### src/common/ndn_pkg.sv
package ndn_pkg;

    // table and field sizes
    localparam int NAME_W    = 64;
    localparam int LEN_W     = 6;
    localparam int FACES     = 4;
    localparam int PIT_DEPTH = 16;
    localparam int FIB_DEPTH = 8;
    localparam int PIT_IDX_W = $clog2(PIT_DEPTH);
    localparam int FIB_IDX_W = $clog2(FIB_DEPTH);

    typedef logic [NAME_W-1:0]        name_t;       // left aligned, zero below len
    typedef logic [LEN_W-1:0]         name_len_t;   // significant leading bits
    typedef logic [$clog2(FACES)-1:0] face_id_t;
    typedef logic [FACES-1:0]         face_mask_t;  // one bit per face
    typedef logic [PIT_IDX_W-1:0]     pit_idx_t;
    typedef logic [FIB_IDX_W-1:0]     fib_idx_t;

    typedef enum logic {
        interest = 1'b0,
        data     = 1'b1
    } pkt_kind_t;

    typedef enum logic [2:0] {
        forward       = 3'd0,  // new interest sent upstream
        aggregate     = 3'd1,  // already pending, face added
        nack_no_route = 3'd2,
        nack_pit_full = 3'd3,  // slot taken by another name
        satisfy       = 3'd4,  // data consumed the entry
        drop          = 3'd5   // unsolicited data
    } verdict_t;

    // PIT commit operations
    localparam logic [1:0] COMMIT_INSERT = 2'd0;
    localparam logic [1:0] COMMIT_ADD    = 2'd1;
    localparam logic [1:0] COMMIT_REMOVE = 2'd2;

endpackage

### src/common/lookup_if.sv
`timescale 1ns/1ps

// one lookup request and its result, four-phase req/ack
interface lookup_if;
    logic               req;
    logic               ack;
    ndn_pkg::name_t     name;  // held stable while req is high
    ndn_pkg::name_len_t len;
    logic               hit;   // valid once ack is high

    modport requester (
        output req,
        output name,
        output len,
        input  ack,
        input  hit
    );

    modport engine (
        input  req,
        input  name,
        input  len,
        output ack,
        output hit
    );
endinterface

### src/pit/pit_table.sv
`timescale 1ns/1ps

module pit_table (
    input  logic                clk,
    input  logic                arst_n,
    lookup_if.engine            lk,
    input  logic                commit_en,
    input  logic [1:0]          commit_op,
    input  ndn_pkg::name_t      commit_name,
    input  ndn_pkg::name_len_t  commit_len,
    input  ndn_pkg::face_id_t   commit_face,
    output ndn_pkg::face_mask_t faces,
    output logic                busy_other
);

    logic [ndn_pkg::PIT_DEPTH-1:0] valid;
    ndn_pkg::name_t                ent_name  [ndn_pkg::PIT_DEPTH];
    ndn_pkg::name_len_t            ent_len   [ndn_pkg::PIT_DEPTH];
    ndn_pkg::face_mask_t           ent_faces [ndn_pkg::PIT_DEPTH];

    ndn_pkg::pit_idx_t   hash;
    ndn_pkg::pit_idx_t   slot;       // slot of the last lookup, target of commit
    logic                hashed;     // compare stage pending
    logic                same_name;
    ndn_pkg::face_mask_t face_bit;

    // fold the name into a slot number, nibble by nibble
    always_comb begin
        hash = '0;
        for (int i = 0; i < ndn_pkg::NAME_W / ndn_pkg::PIT_IDX_W; i++) begin
            hash ^= lk.name[i*ndn_pkg::PIT_IDX_W +: ndn_pkg::PIT_IDX_W];
        end
    end

    assign same_name = (ent_name[slot] == lk.name) && (ent_len[slot] == lk.len);
    assign face_bit  = ndn_pkg::face_mask_t'(1) << commit_face;

    // lookup handshake, hash then compare
    always_ff @(posedge clk or negedge arst_n) begin
        if (!arst_n) begin
            slot       <= '0;
            hashed     <= 1'b0;
            lk.ack     <= 1'b0;
            lk.hit     <= 1'b0;
            busy_other <= 1'b0;
        end else if (lk.req && !lk.ack && !hashed) begin
            slot   <= hash;
            hashed <= 1'b1;
        end else if (hashed) begin
            hashed     <= 1'b0;
            lk.ack     <= 1'b1;
            lk.hit     <= valid[slot] && same_name;
            busy_other <= valid[slot] && !same_name;
        end else if (!lk.req && lk.ack) begin
            lk.ack <= 1'b0;  // req gone, close handshake
        end
    end

    always_ff @(posedge clk) begin
        if (hashed) begin
            faces <= ent_faces[slot];
        end
    end

    always_ff @(posedge clk or negedge arst_n) begin
        if (!arst_n) begin
            valid <= '0;
        end else if (commit_en) begin
            case (commit_op)
                ndn_pkg::COMMIT_INSERT: valid[slot] <= 1'b1;
                ndn_pkg::COMMIT_REMOVE: valid[slot] <= 1'b0;
                default: ;  // add face keeps the entry
            endcase
        end
    end

    always_ff @(posedge clk) begin
        if (commit_en) begin
            if (commit_op == ndn_pkg::COMMIT_INSERT) begin
                ent_name[slot]  <= commit_name;
                ent_len[slot]   <= commit_len;
                ent_faces[slot] <= face_bit;  // fresh entry, arrival face only
            end else if (commit_op == ndn_pkg::COMMIT_ADD) begin
                ent_faces[slot] <= ent_faces[slot] | face_bit;
            end
        end
    end

    // a commit must target the slot of a finished lookup
    a_commit_outside_lookup : assert property (
        @(posedge clk) disable iff (!arst_n)
        commit_en |-> !lk.req
    );

endmodule

### src/fib/fib_lpm.sv
`timescale 1ns/1ps

module fib_lpm (
    input  logic               clk,
    input  logic               arst_n,
    lookup_if.engine           lk,
    input  logic               route_we,
    input  ndn_pkg::fib_idx_t  route_idx,
    input  ndn_pkg::name_t     route_name,
    input  ndn_pkg::name_len_t route_len,
    input  ndn_pkg::face_id_t  route_face,
    output ndn_pkg::name_len_t match_len,
    output ndn_pkg::face_id_t  match_face
);

    logic [ndn_pkg::FIB_DEPTH-1:0] rt_valid;
    ndn_pkg::name_t                rt_name [ndn_pkg::FIB_DEPTH];
    ndn_pkg::name_len_t            rt_len  [ndn_pkg::FIB_DEPTH];
    ndn_pkg::face_id_t             rt_face [ndn_pkg::FIB_DEPTH];

    logic               scanning;
    ndn_pkg::fib_idx_t  scan_idx;
    logic               found;      // some route matched so far
    ndn_pkg::name_len_t best_len;
    ndn_pkg::face_id_t  best_face;
    ndn_pkg::name_t     len_mask;
    logic               slot_match;
    logic               take;

    // leading route_len bits of the slot under scan
    assign len_mask   = ~(ndn_pkg::name_t'('1) >> rt_len[scan_idx]);
    assign slot_match = rt_valid[scan_idx]
                     && (rt_len[scan_idx] <= lk.len)
                     && (((rt_name[scan_idx] ^ lk.name) & len_mask) == '0);
    // strictly longer only, so the lower slot keeps ties
    assign take       = slot_match && (!found || (rt_len[scan_idx] > best_len));

    assign lk.hit     = found;
    assign match_len  = found ? best_len : '0;
    assign match_face = best_face;

    always_ff @(posedge clk or negedge arst_n) begin
        if (!arst_n) begin
            scanning <= 1'b0;
            scan_idx <= '0;
            found    <= 1'b0;
            lk.ack   <= 1'b0;
        end else if (scanning) begin
            if (take) begin
                found <= 1'b1;
            end
            if (scan_idx == ndn_pkg::fib_idx_t'(ndn_pkg::FIB_DEPTH - 1)) begin
                scanning <= 1'b0;
                lk.ack   <= 1'b1;  // last slot folded in this cycle
            end else begin
                scan_idx <= scan_idx + 1'b1;
            end
        end else if (lk.req && !lk.ack) begin
            scanning <= 1'b1;
            scan_idx <= '0;
            found    <= 1'b0;
        end else if (!lk.req && lk.ack) begin
            lk.ack <= 1'b0;
        end
    end

    always_ff @(posedge clk) begin
        if (scanning && take) begin
            best_len  <= rt_len[scan_idx];
            best_face <= rt_face[scan_idx];
        end
    end

    // route table, written only between packets
    always_ff @(posedge clk or negedge arst_n) begin
        if (!arst_n) begin
            rt_valid <= '0;
        end else if (route_we) begin
            rt_valid[route_idx] <= 1'b1;
        end
    end

    always_ff @(posedge clk) begin
        if (route_we) begin
            rt_name[route_idx] <= route_name;
            rt_len[route_idx]  <= route_len;
            rt_face[route_idx] <= route_face;
        end
    end

    a_ack_needs_req : assert property (
        @(posedge clk) disable iff (!arst_n)
        $rose(lk.ack) |-> lk.req
    );

endmodule

### src/forward_decision.sv
`timescale 1ns/1ps

module forward_decision (
    input  logic                clk,
    input  logic                arst_n,
    input  logic                in_req,
    output logic                in_ack,
    input  ndn_pkg::pkt_kind_t  in_kind,
    input  ndn_pkg::name_t      in_name,
    input  ndn_pkg::name_len_t  in_len,
    input  ndn_pkg::face_id_t   in_face,
    lookup_if.requester         pit_lk,
    lookup_if.requester         fib_lk,
    input  ndn_pkg::face_mask_t pit_faces,
    input  logic                pit_busy_other,
    input  ndn_pkg::name_len_t  fib_len,
    input  ndn_pkg::face_id_t   fib_face,
    output logic                commit_en,
    output logic [1:0]          commit_op,
    output ndn_pkg::name_t      commit_name,
    output ndn_pkg::name_len_t  commit_len,
    output ndn_pkg::face_id_t   commit_face,
    output logic                out_req,
    input  logic                out_ack,
    output ndn_pkg::verdict_t   out_verdict,
    output ndn_pkg::face_mask_t out_faces,
    output ndn_pkg::name_len_t  out_match_len
);

    typedef enum logic [2:0] {
        st_idle, st_accept, st_lookup, st_release, st_commit, st_report, st_wait_ack
    } state_t;

    state_t              state;
    ndn_pkg::pkt_kind_t  pkt_kind;
    ndn_pkg::name_t      pkt_name;
    ndn_pkg::name_len_t  pkt_len;
    ndn_pkg::face_id_t   pkt_face;
    logic                accept_pkt;
    logic                lookups_done;
    logic                do_commit;
    ndn_pkg::verdict_t   verdict_nxt;
    ndn_pkg::face_mask_t faces_nxt;
    logic [1:0]          op_nxt;
    logic                commit_nxt;

    assign accept_pkt   = (state == st_idle) && in_req && !in_ack && !out_ack;
    assign lookups_done = (state == st_lookup) && pit_lk.ack && fib_lk.ack;

    // both engines look up the latched name
    assign pit_lk.name = pkt_name;
    assign pit_lk.len  = pkt_len;
    assign fib_lk.name = pkt_name;
    assign fib_lk.len  = pkt_len;
    assign commit_name = pkt_name;
    assign commit_len  = pkt_len;
    assign commit_face = pkt_face;

    always_comb begin
        verdict_nxt = ndn_pkg::drop;
        faces_nxt   = '0;
        op_nxt      = ndn_pkg::COMMIT_INSERT;
        commit_nxt  = 1'b0;
        if (pkt_kind == ndn_pkg::interest) begin
            if (pit_lk.hit) begin
                verdict_nxt = ndn_pkg::aggregate;
                faces_nxt   = pit_faces | (ndn_pkg::face_mask_t'(1) << pkt_face);
                op_nxt      = ndn_pkg::COMMIT_ADD;
                commit_nxt  = 1'b1;
            end else if (pit_busy_other) begin
                verdict_nxt = ndn_pkg::nack_pit_full;
                faces_nxt   = ndn_pkg::face_mask_t'(1) << pkt_face;
            end else if (!fib_lk.hit) begin
                verdict_nxt = ndn_pkg::nack_no_route;
                faces_nxt   = ndn_pkg::face_mask_t'(1) << pkt_face;
            end else begin
                verdict_nxt = ndn_pkg::forward;
                faces_nxt   = ndn_pkg::face_mask_t'(1) << fib_face;
                commit_nxt  = 1'b1;  // insert with arrival face
            end
        end else if (pit_lk.hit) begin
            verdict_nxt = ndn_pkg::satisfy;
            faces_nxt   = pit_faces;
            op_nxt      = ndn_pkg::COMMIT_REMOVE;
            commit_nxt  = 1'b1;
        end
    end

    always_ff @(posedge clk or negedge arst_n) begin
        if (!arst_n) begin
            state      <= st_idle;
            in_ack     <= 1'b0;
            pit_lk.req <= 1'b0;
            fib_lk.req <= 1'b0;
            do_commit  <= 1'b0;
            commit_en  <= 1'b0;
            out_req    <= 1'b0;
        end else begin
            if (in_ack && !in_req) begin
                in_ack <= 1'b0;
            end
            case (state)
                st_idle: if (accept_pkt) state <= st_accept;
                st_accept: begin
                    in_ack     <= 1'b1;
                    pit_lk.req <= 1'b1;  // both lookups start together
                    fib_lk.req <= 1'b1;
                    state      <= st_lookup;
                end
                st_lookup: if (lookups_done) begin
                    pit_lk.req <= 1'b0;
                    fib_lk.req <= 1'b0;
                    do_commit  <= commit_nxt;
                    state      <= st_release;
                end
                st_release: if (!pit_lk.ack && !fib_lk.ack) begin
                    commit_en <= do_commit;
                    state     <= st_commit;
                end
                st_commit: begin
                    commit_en <= 1'b0;  // single cycle pulse
                    out_req   <= 1'b1;
                    state     <= st_report;
                end
                st_report: if (out_ack) begin
                    out_req <= 1'b0;
                    state   <= st_wait_ack;
                end
                st_wait_ack: if (!out_ack) state <= st_idle;
                default: state <= st_idle;
            endcase
        end
    end

    always_ff @(posedge clk) begin
        if (accept_pkt) begin
            pkt_kind <= in_kind;
            pkt_name <= in_name;
            pkt_len  <= in_len;
            pkt_face <= in_face;
        end
        if (lookups_done) begin
            out_verdict   <= verdict_nxt;
            out_faces     <= faces_nxt;
            out_match_len <= (pkt_kind == ndn_pkg::interest) ? fib_len : '0;
            commit_op     <= op_nxt;
        end
    end

    // result held steady under back-pressure
    a_out_held : assert property (
        @(posedge clk) disable iff (!arst_n)
        out_req && !out_ack |=> out_req && $stable(out_verdict) && $stable(out_faces)
    );

endmodule

### src/ndn_forwarder.sv
`timescale 1ns/1ps

module ndn_forwarder (
    input  logic                clk,
    input  logic                arst_n,

    input  logic                in_req,
    output logic                in_ack,
    input  ndn_pkg::pkt_kind_t  in_kind,
    input  ndn_pkg::name_t      in_name,
    input  ndn_pkg::name_len_t  in_len,
    input  ndn_pkg::face_id_t   in_face,

    output logic                out_req,
    input  logic                out_ack,
    output ndn_pkg::verdict_t   out_verdict,
    output ndn_pkg::face_mask_t out_faces,
    output ndn_pkg::name_len_t  out_match_len,

    input  logic                route_we,
    input  ndn_pkg::fib_idx_t   route_idx,
    input  ndn_pkg::name_t      route_name,
    input  ndn_pkg::name_len_t  route_len,
    input  ndn_pkg::face_id_t   route_face
);

    lookup_if pit_lk ();
    lookup_if fib_lk ();

    ndn_pkg::face_mask_t pit_faces;       // pit --> decision
    logic                pit_busy_other;  // pit --> decision
    ndn_pkg::name_len_t  fib_len;         // fib --> decision
    ndn_pkg::face_id_t   fib_face;        // fib --> decision
    logic                commit_en;       // decision --> pit
    logic [1:0]          commit_op;
    ndn_pkg::name_t      commit_name;
    ndn_pkg::name_len_t  commit_len;
    ndn_pkg::face_id_t   commit_face;

    forward_decision decision_module (
        .clk            (clk),            // input
        .arst_n         (arst_n),         // input
        .in_req         (in_req),         // input
        .in_ack         (in_ack),         // output
        .in_kind        (in_kind),        // input
        .in_name        (in_name),        // input [63:0]
        .in_len         (in_len),         // input [5:0]
        .in_face        (in_face),        // input [1:0]
        .pit_lk         (pit_lk),         // requester
        .fib_lk         (fib_lk),         // requester
        .pit_faces      (pit_faces),      // input [3:0]
        .pit_busy_other (pit_busy_other), // input
        .fib_len        (fib_len),        // input [5:0]
        .fib_face       (fib_face),       // input [1:0]
        .commit_en      (commit_en),      // output
        .commit_op      (commit_op),      // output [1:0]
        .commit_name    (commit_name),    // output [63:0]
        .commit_len     (commit_len),     // output [5:0]
        .commit_face    (commit_face),    // output [1:0]
        .out_req        (out_req),        // output
        .out_ack        (out_ack),        // input
        .out_verdict    (out_verdict),    // output [2:0]
        .out_faces      (out_faces),      // output [3:0]
        .out_match_len  (out_match_len)   // output [5:0]
    );

    pit_table pit_module (
        .clk         (clk),            // input
        .arst_n      (arst_n),         // input
        .lk          (pit_lk),         // engine
        .commit_en   (commit_en),      // input
        .commit_op   (commit_op),      // input [1:0]
        .commit_name (commit_name),    // input [63:0]
        .commit_len  (commit_len),     // input [5:0]
        .commit_face (commit_face),    // input [1:0]
        .faces       (pit_faces),      // output [3:0]
        .busy_other  (pit_busy_other)  // output
    );

    fib_lpm fib_module (
        .clk        (clk),        // input
        .arst_n     (arst_n),     // input
        .lk         (fib_lk),     // engine
        .route_we   (route_we),   // input
        .route_idx  (route_idx),  // input [2:0]
        .route_name (route_name), // input [63:0]
        .route_len  (route_len),  // input [5:0]
        .route_face (route_face), // input [1:0]
        .match_len  (fib_len),    // output [5:0]
        .match_face (fib_face)    // output [1:0]
    );

endmodule

### config.mk
export PLATFORM = sky130hd
export DESIGN_NAME = ndn_forwarder
export DESIGN_NICKNAME = d
export VERILOG_FILES = /design/src/common/ndn_pkg.sv /design/src/common/lookup_if.sv /design/src/pit/pit_table.sv /design/src/fib/fib_lpm.sv /design/src/forward_decision.sv /design/src/ndn_forwarder.sv
export SDC_FILE = /design/constraint.sdc
export NUM_CORES = 2
export LEC_CHECK = 0
export ABC_AREA = 1
export BUFFER_PORTS_ARGS = -buffer_cell sky130_fd_sc_hd__buf_2
export CAP_MARGIN = 10
export CORE_UTILIZATION = 55
export DETAILED_ROUTE_END_ITERATION = 12
export GPL_ROUTABILITY_DRIVEN = 0
export GPL_TIMING_DRIVEN = 1
export PLACE_DENSITY = 0.71
export REMOVE_ABC_BUFFERS = 1
export SYNTH_ARGS = -nofsm -noshare
export SYNTH_HDL_FRONTEND = slang
export SYNTH_SLANG_ARGS = --single-unit
### constraint.sdc
create_clock -name clk -period 18.31 [get_ports clk]
set_clock_uncertainty 0.2 [all_clocks]
set_input_delay 1.831 -clock clk [delete_from_list [all_inputs] [get_ports clk]]
set_output_delay 1.831 -clock clk [all_outputs]
set_load 0.005 [all_outputs]
# Yosys cells after proc, flatten, opt, wreduce, memory -nomap -nowiden

Memory sizes are Yosys's and may differ from the RTL's. A register that Yosys moved wholly into a read port is not among the register bits.
Index checks and enable logic that the tools add are counted.

Bits of input ports: 153
RAM bits: 1,760
Register bits after elaboration: 144
Output and inout bits: 15
Memories kept: 6

Magnitude comparators: 7
Equal/unequal tests: 20
Mux-type cells: 67
Bitwise gates (word level): 27
Shifts and indexed selects: 3
Reductions and logical operators: 54
Add/subtract/negate cells: 1

Memory list:

| name                 | words | width | rd ports | clocked after memory_dff | wr ports | RTL line        | RTL |
|---|---|---|---|---|---|---|---|
| pit_module.ent_name  | 16    | 64    | 1        | 0                        | 1        | pit_table.sv:17 | `ndn_pkg::name_t ent_name [ndn_pkg::PIT_DEPTH];` |
| fib_module.rt_name   | 8     | 64    | 1        | 0                        | 1        | fib_lpm.sv:17   | `ndn_pkg::name_t rt_name [ndn_pkg::FIB_DEPTH];` |
| pit_module.ent_len   | 16    | 6     | 1        | 0                        | 1        | pit_table.sv:18 | `ndn_pkg::name_len_t ent_len [ndn_pkg::PIT_DEPTH];` |
| pit_module.ent_faces | 16    | 4     | 1        | 0                        | 1        | pit_table.sv:19 | `ndn_pkg::face_mask_t ent_faces [ndn_pkg::PIT_DEPTH];` |
| fib_module.rt_len    | 8     | 6     | 1        | 0                        | 1        | fib_lpm.sv:18   | `ndn_pkg::name_len_t rt_len [ndn_pkg::FIB_DEPTH];` |
| fib_module.rt_face   | 8     | 2     | 1        | 1                        | 1        | fib_lpm.sv:19   | `ndn_pkg::face_id_t rt_face [ndn_pkg::FIB_DEPTH];` |

Operators by type and width:

| operator              | number |
|---|---|
| $and 64x64->64        | 1 |
| $eq 64x64->1          | 1 |
| $logic_not 64->1      | 1 |
| $not 64->64           | 1 |
| $shr 64x6->64 const A | 1 |
| $xor 64x64->64        | 1 |
| $xor 4x4->4           | 15 |
| $mux 1                | 38 |
| $mux 3                | 11 |
| $pmux 16 s2           | 1 |
| $mux 4                | 6 |
| $logic_and 1x1->1     | 21 |
| $pmux 3 s7            | 1 |
| $reduce_and 2->1      | 9 |
| $and 16x16->16        | 1 |
| $not 16->16           | 1 |
| $or 16x16->16         | 1 |
| $reduce_bool 2->1     | 8 |
| $eq 3x3->1 const B    | 4 |
| $ne 2x2->1 const B    | 5 |
| $logic_not 1->1       | 9 |
| $lt 3x4->1 const B    | 2 |
| $ne 2x1->1 const B    | 4 |
| $or 4x4->4            | 2 |
| other kinds (27)      | 34 |

# Depth between registers and ports, before layout

Depth after elaboration: 15
Depth in mapped cells: 26
Depth with buffers taken out: 23

# Cells and area by module

From an unflattened synthesis, not the netlist that was laid out.

Cells, all modules: 7,576
Area total of the unflattened synthesis: 81,210.4 sq um

By module, submodules not included:

| module           | area an instance (sq um) | cells each | times used |
|---|---|---|---|
| pit_table        | 50,753.7                 | 4,700      | 1 |
| fib_lpm          | 26,082.5                 | 2,530      | 1 |
| forward_decision | 4,374.2                  | 346        | 1 |

# Worst setup path after synthesis

OpenSTA, ideal clock, no wires.

Path type: flip-flop to flip-flop
From: register pit_module.slot[0]
To: memory pit_module.ent_len[5][0] (netlist name), enable pin
Stages on the path, launching flop included: 9
Setup slack: 9.473 ns
Period minus slack after synthesis: 8.837 ns
Arrival time: 7.966 ns
Path through: dfrtp_1 > buf_4 > inv_2 > buf_6 > nor2_4 > buf_1 > buf_2 > inv_1 > nor4_1

RTL lines:

| item                     | RTL line        | RTL |
|---|---|---|
| start: declaration       | pit_table.sv:22 | `ndn_pkg::pit_idx_t slot;` |
| start signal: assignment | pit_table.sv:47 | `slot <= hash;` |
| end: declaration         | pit_table.sv:18 |  |

Straight into the memory's write port.

# Worst setup path in the final report

From: register fib_module.scan_idx[0]
To: register fib_module.best_face[0] (netlist: fib_module.match_face[0]) (read register of fib_module.rt_face), enable pin

Longest elaborated chain between the ends: 8
Elaborated cells between the ends (all ways): 16

RTL lines:

| item                     | RTL line      | RTL |
|---|---|---|
| start: declaration       | fib_lpm.sv:22 | `ndn_pkg::fib_idx_t scan_idx;` |
| start signal: assignment | fib_lpm.sv:56 | `scan_idx <= scan_idx + 1'b1;` |
| $mem_v2 8x6              | --            |  |
| $shr 64x6->64            | fib_lpm.sv:31 | `assign len_mask = ~(ndn_pkg::name_t'('1) >> rt_len[scan_idx]);` |
| $not 64->64              | fib_lpm.sv:31 |  |
| $and 64x64->64           | fib_lpm.sv:34 | `&& (((rt_name[scan_idx] ^ lk.name) & len_mask) == '0);` |
| $logic_not 64->1         | fib_lpm.sv:34 |  |
| $logic_and 1x1->1        | fib_lpm.sv:34 |  |
| $logic_and 1x1->1        | fib_lpm.sv:36 | `assign take = slot_match && (!found \|\| (rt_len[scan_idx] > best_len));` |
| $logic_and 1x1->1        | fib_lpm.sv:68 | `if (scanning && take) begin` |
| end: declaration         | fib_lpm.sv:25 | `ndn_pkg::face_id_t best_face;` |

Parallel ways exist; a longest one is shown, timed or not. The select of a mux whose other input is x is not followed.
A chain may end at the register's enable or synchronous reset.

==> impl_metrics.py <==
metrics = {
    "status": {
        "outcome": "completed",
    },
    "drt": {
        "top_layer_used": "met5",
        "num_vias": 52500,
        "first_pass_iters": 6,
        "dr_wl_met3_mm": 20.5,
        "post-route-drc-count": 0,
        "wl_met2_mm": 96.5,
        "ant_nets": 0,
        "met1_length_mm": 80.1,
        "via_per_inst": 5.69,
        "drtIter0Drc": 5849,
        "wire_per_inst_um": 22.2,
        "wl_mm": 205,
    },
    "floorplan": {
        "core_region_area_sq_um": 142000,
        "ioPinCount": 168,
        "chipHeight_um": 380,
        "rows": 138,
        "start_util_pct": 55.5,
        "dieArea_sq_um": 144000,
        "dieWidth_um": 380,
    },
    "logic_synthesis": {
        "synth_area_leaders": "edfxtp_1, nand2_1, nor2_1",
        "syn_inst": 7030,
        "seq_area_frac_synth_pct": 72.2,
        "async_reset_ff_share_pct": 2.42,
        "synth_top_flop_cell": "edfxtp_1",
        "synth_top_area_cell": "edfxtp_1",
        "yosysUniqueCellTypes": 41,
        "yosys-top-cells-count": "nand2_1, edfxtp_1, nor2_1",
        "synth-edff-count": 1852,
        "synth.top_cell.area_share_pct": 70.7,
        "synth_seq_cells": 1898,
        "yosys_warnings": 0,
        "synth_most_common_cell": "nand2_1",
        "avgSynthCellArea_sq_um": 11.2,
        "syn-cell-area_sq_um": 78600,
    },
    "critical_path": {
        "worst_setup_path_end_kind": "flip-flop",
        "startpoint_type": "flip-flop",
        "cp_top_family": "buffers and inverters",
        "max_stage_delay_ps": 900,
        "cp_common_cell": "nand2_1",
        "cp.required_ps": 18580,
        "path_max_fanout": 93,
        "cp.buffers_inverters": 4,
        "crit_slowest_cell": "dfrtp_4",
        "worstPathArrival_ps": 6140,
        "critical_path_class": "reg2reg",
        "worstPathCellList": "buf_4, buf_4, nand2_1, nand3_1, nand2_1, nand2_1, nand2_2, ha_1, nand2_1, nor2_1, o21ai_0, inv_1, o21ai_0, nand2_1, nor2_1, nand2_1, nor2_1, nand2_1, nor2_1, nand3_1, nor2_1, nand2_1, inv_1",
    },
    "clock_network": {
        "max-clock-path-buffers": 3,
        "ctsResizeCount": 0,
        "cts.clk_slew.worst_paths_ps": 60,
        "cts_hold_buf": 0,
        "cts_made_buffers": 188,
        "cts_htree_levels": 4,
        "cts_tree": "yes",
        "cts_root_buffer": "clkbuf_16",
        "cts_sinks": 1898,
        "worstSkewPairLatency_ps": 820,
        "post-cts-setup-buffer-count": 0,
    },
    "global_routing": {
        "grt_pass1_vias": 49900,
        "overflow": 0,
        "antenna_found_initial": 29,
        "grt_first_pass_wirelength_mm": 305,
        "grt_max_degree": 206,
        "grt_usage_pct": 28.3,
    },
    "cells_and_area": {
        "nets": 7343,
        "multi_input_area_sq_um": 19800,
        "fin_area_sq_um": 87100,
        "area_growth_pct": 10.8,
        "regArea_sq_um": 56800,
        "layoutNonFillerInstCount": 9225,
        "final_layout_size_suffix_gt1_share_pct": 8.24,
        "nFillCells": 10800,
    },
    "timing": {
        "slew_headroom_pct": 24.6,
        "finalSetupViolations": 0,
        "rsz0062_at_grt": "no",
        "hold_ws_ps": 257,
        "fmax_mhz": 170,
        "post-route-min-period_ps": 5870,
        "fin_crit_sh_pct": 32.1,
        "worst_pin_slew_ps": 1130,
        "final_hold_viol_count": 0,
        "drv_slew": 0,
    },
    "pwr": {
        "p_per_area_nw_per_um2": 149,
        "ir_drop_mv": 0.122,
        "p_leak_uw": 0.0334,
    },
    "worst_hold_path": {
        "hp-class": "reg2reg",
    },
    "placed_design": {
        "port_buffers": 166,
        "dp_hpwl_mm": 113,
        "dp_cells": 8876,
        "placed_cell_area_sq_um": 81300,
    },
    "flow_run": {
        "max_cap_viol_count": 0,
    },
}
==> layout make-up <==
cell class,instances,share of cell area [%]
sequential,1898,65.2
multi-input combinational,4642,22.7
clock buffer,257,5.81
tap,1890,2.72
timing repair buffer,281,2.02
clock inverter,86,0.822
inverter,165,0.741
antenna,6,0.0172
==> state kept, by name, indices dropped and copies added (netlist names), 3 cells and up, named ones only <==
register and flops:
decision_module.out_verdict 3, decision_module.commit_name 64, decision_module.out_faces 4, fib_module.rt_valid 8, pit_module.slot 4, pit_module.ent_name 1024, pit_module.faces 4, pit_module.ent_len 96
pit_module.ent_faces 64, fib_module.scan_idx 3, decision_module.out_match_len 6, fib_module.rt_len 48, fib_module.best_len 6, fib_module.rt_name 504, fib_module.rt_face 16, decision_module.commit_len 6
decision_module.state 3
==> per-stage QoR <==
| stage | setup slack (ps) | TNS [ps] | util, % | total power, uW |
|---|---|---|---|---|
| 2_1_floorplan | -2770 | -387970 | - | 8120 |
| 3_3_place_gp | 12540 | 0 | 57.4 | 9300 |
| 3_5_place_dp | 12520 | 0 | 57.4 | 9380 |
| 4_1_cts | 12490 | 0 | 61.4 | 13000 |
| 5_1_grt | 11940 | 0 | 61.4 | 13700 |
| 6_report | 12440 | 0 | 61.4 | 13000 |
==> power by group <==
group / switching (uW) / internal (uW) / total, uW
sequential: 150 / 4970 / 5120
clock: 1610 / 2040 / 3650
combinational: 3110 / 1140 / 4250
total: 4870 / 8150 / 13000
==> per-layer routing <==
layer / global-route usage [%] / vias to the layer above
met1: 38.2 / 25200
met5: 0 / -
met2: 45.6 / 2615
met3: 5.20 / 490
li1: - / 24100
met4: 11.5 / 30
==> worst register-to-register path, cell delays in order (launching register included) <==
cell and delay [ps]:
dfrtp_4 900, buf_4 810, buf_4 890, nand2_1 140, nand3_1 110, nand2_1 130
nand2_1 100, nand2_2 270, ha_1 380, nand2_1 80, nor2_1 50, o21ai_0 70
inv_1 50, o21ai_0 210, nand2_1 80, nor2_1 90, nand2_1 70, nor2_1 80
nand2_1 50, nor2_1 90, nand3_1 80, nor2_1 100, nand2_1 100, inv_1 370
==> cell families (layout without fill, tap and decap cells) <==
family                     Yosys count  in the layout  synth area share, %
AOI/OAI and AO/OA                  504            504                 3.56
DFF                               1898           1898                 72.2
adders and majority gates           14             14                0.223
and+or+nand+nor                   4035           4035                 20.1
buffers and inverters              490            789                 2.92
other                                0              6                    0
xor gates and xnor gates            89             89                0.992
==> cell usage in the layout, fill, tap and decap left out, types with 4 or more instances in the layout <==
cell type,n
nand2_1,3047
edfxtp_1,1852
nor2_1,542
nand3_1,330
o21ai_0,304
clkbuf_16,190
buf_2,166
inv_1,158
buf_4,110
a21oi_1,62
clkbuf_1,62
xor2_1,54
nand4_1,49
a22oi_1,44
dfrtp_1,41
xnor2_1,35
clkinv_2,32
o21ai_1,32
nor2_4,28
clkinv_1,26
o211ai_1,21
o21bai_1,19
ha_1,14
or2_2,12
inv_6,9
nor3_1,9
bufinv_16,7
diode_2,6
o22ai_1,6
clkinvlp_4,6
clkbuf_8,5
buf_12,5
nand2_2,4
or4_1,4
o221ai_1,4
inv_16,4
dfrtp_4,4
==> worst paths after layout <==
| check | from | slack, ps | end | cells past startpoint |
|---|---|---|---|---|
| worst max-delay path | fib_module.scan_idx[0] | 12440 | fib_module.match_face[0] | 23 |
| worst min-delay path | fib_module.rt_valid[7] | 260 | fib_module.rt_valid[7] | 2 |
| worst max register to register | fib_module.scan_idx[0] | 12440 | fib_module.match_face[0] | 23 |
| worst min register to register | fib_module.rt_valid[7] | 260 | fib_module.rt_valid[7] | 2 |
| max in group asynchronous | arst_n | 16410 | fib_module.scan_idx[0] | 2 |
| min in group asynchronous | arst_n | 950 | asynchronous set/reset pin | 2 |
Power figures use the tool's default switching activity.
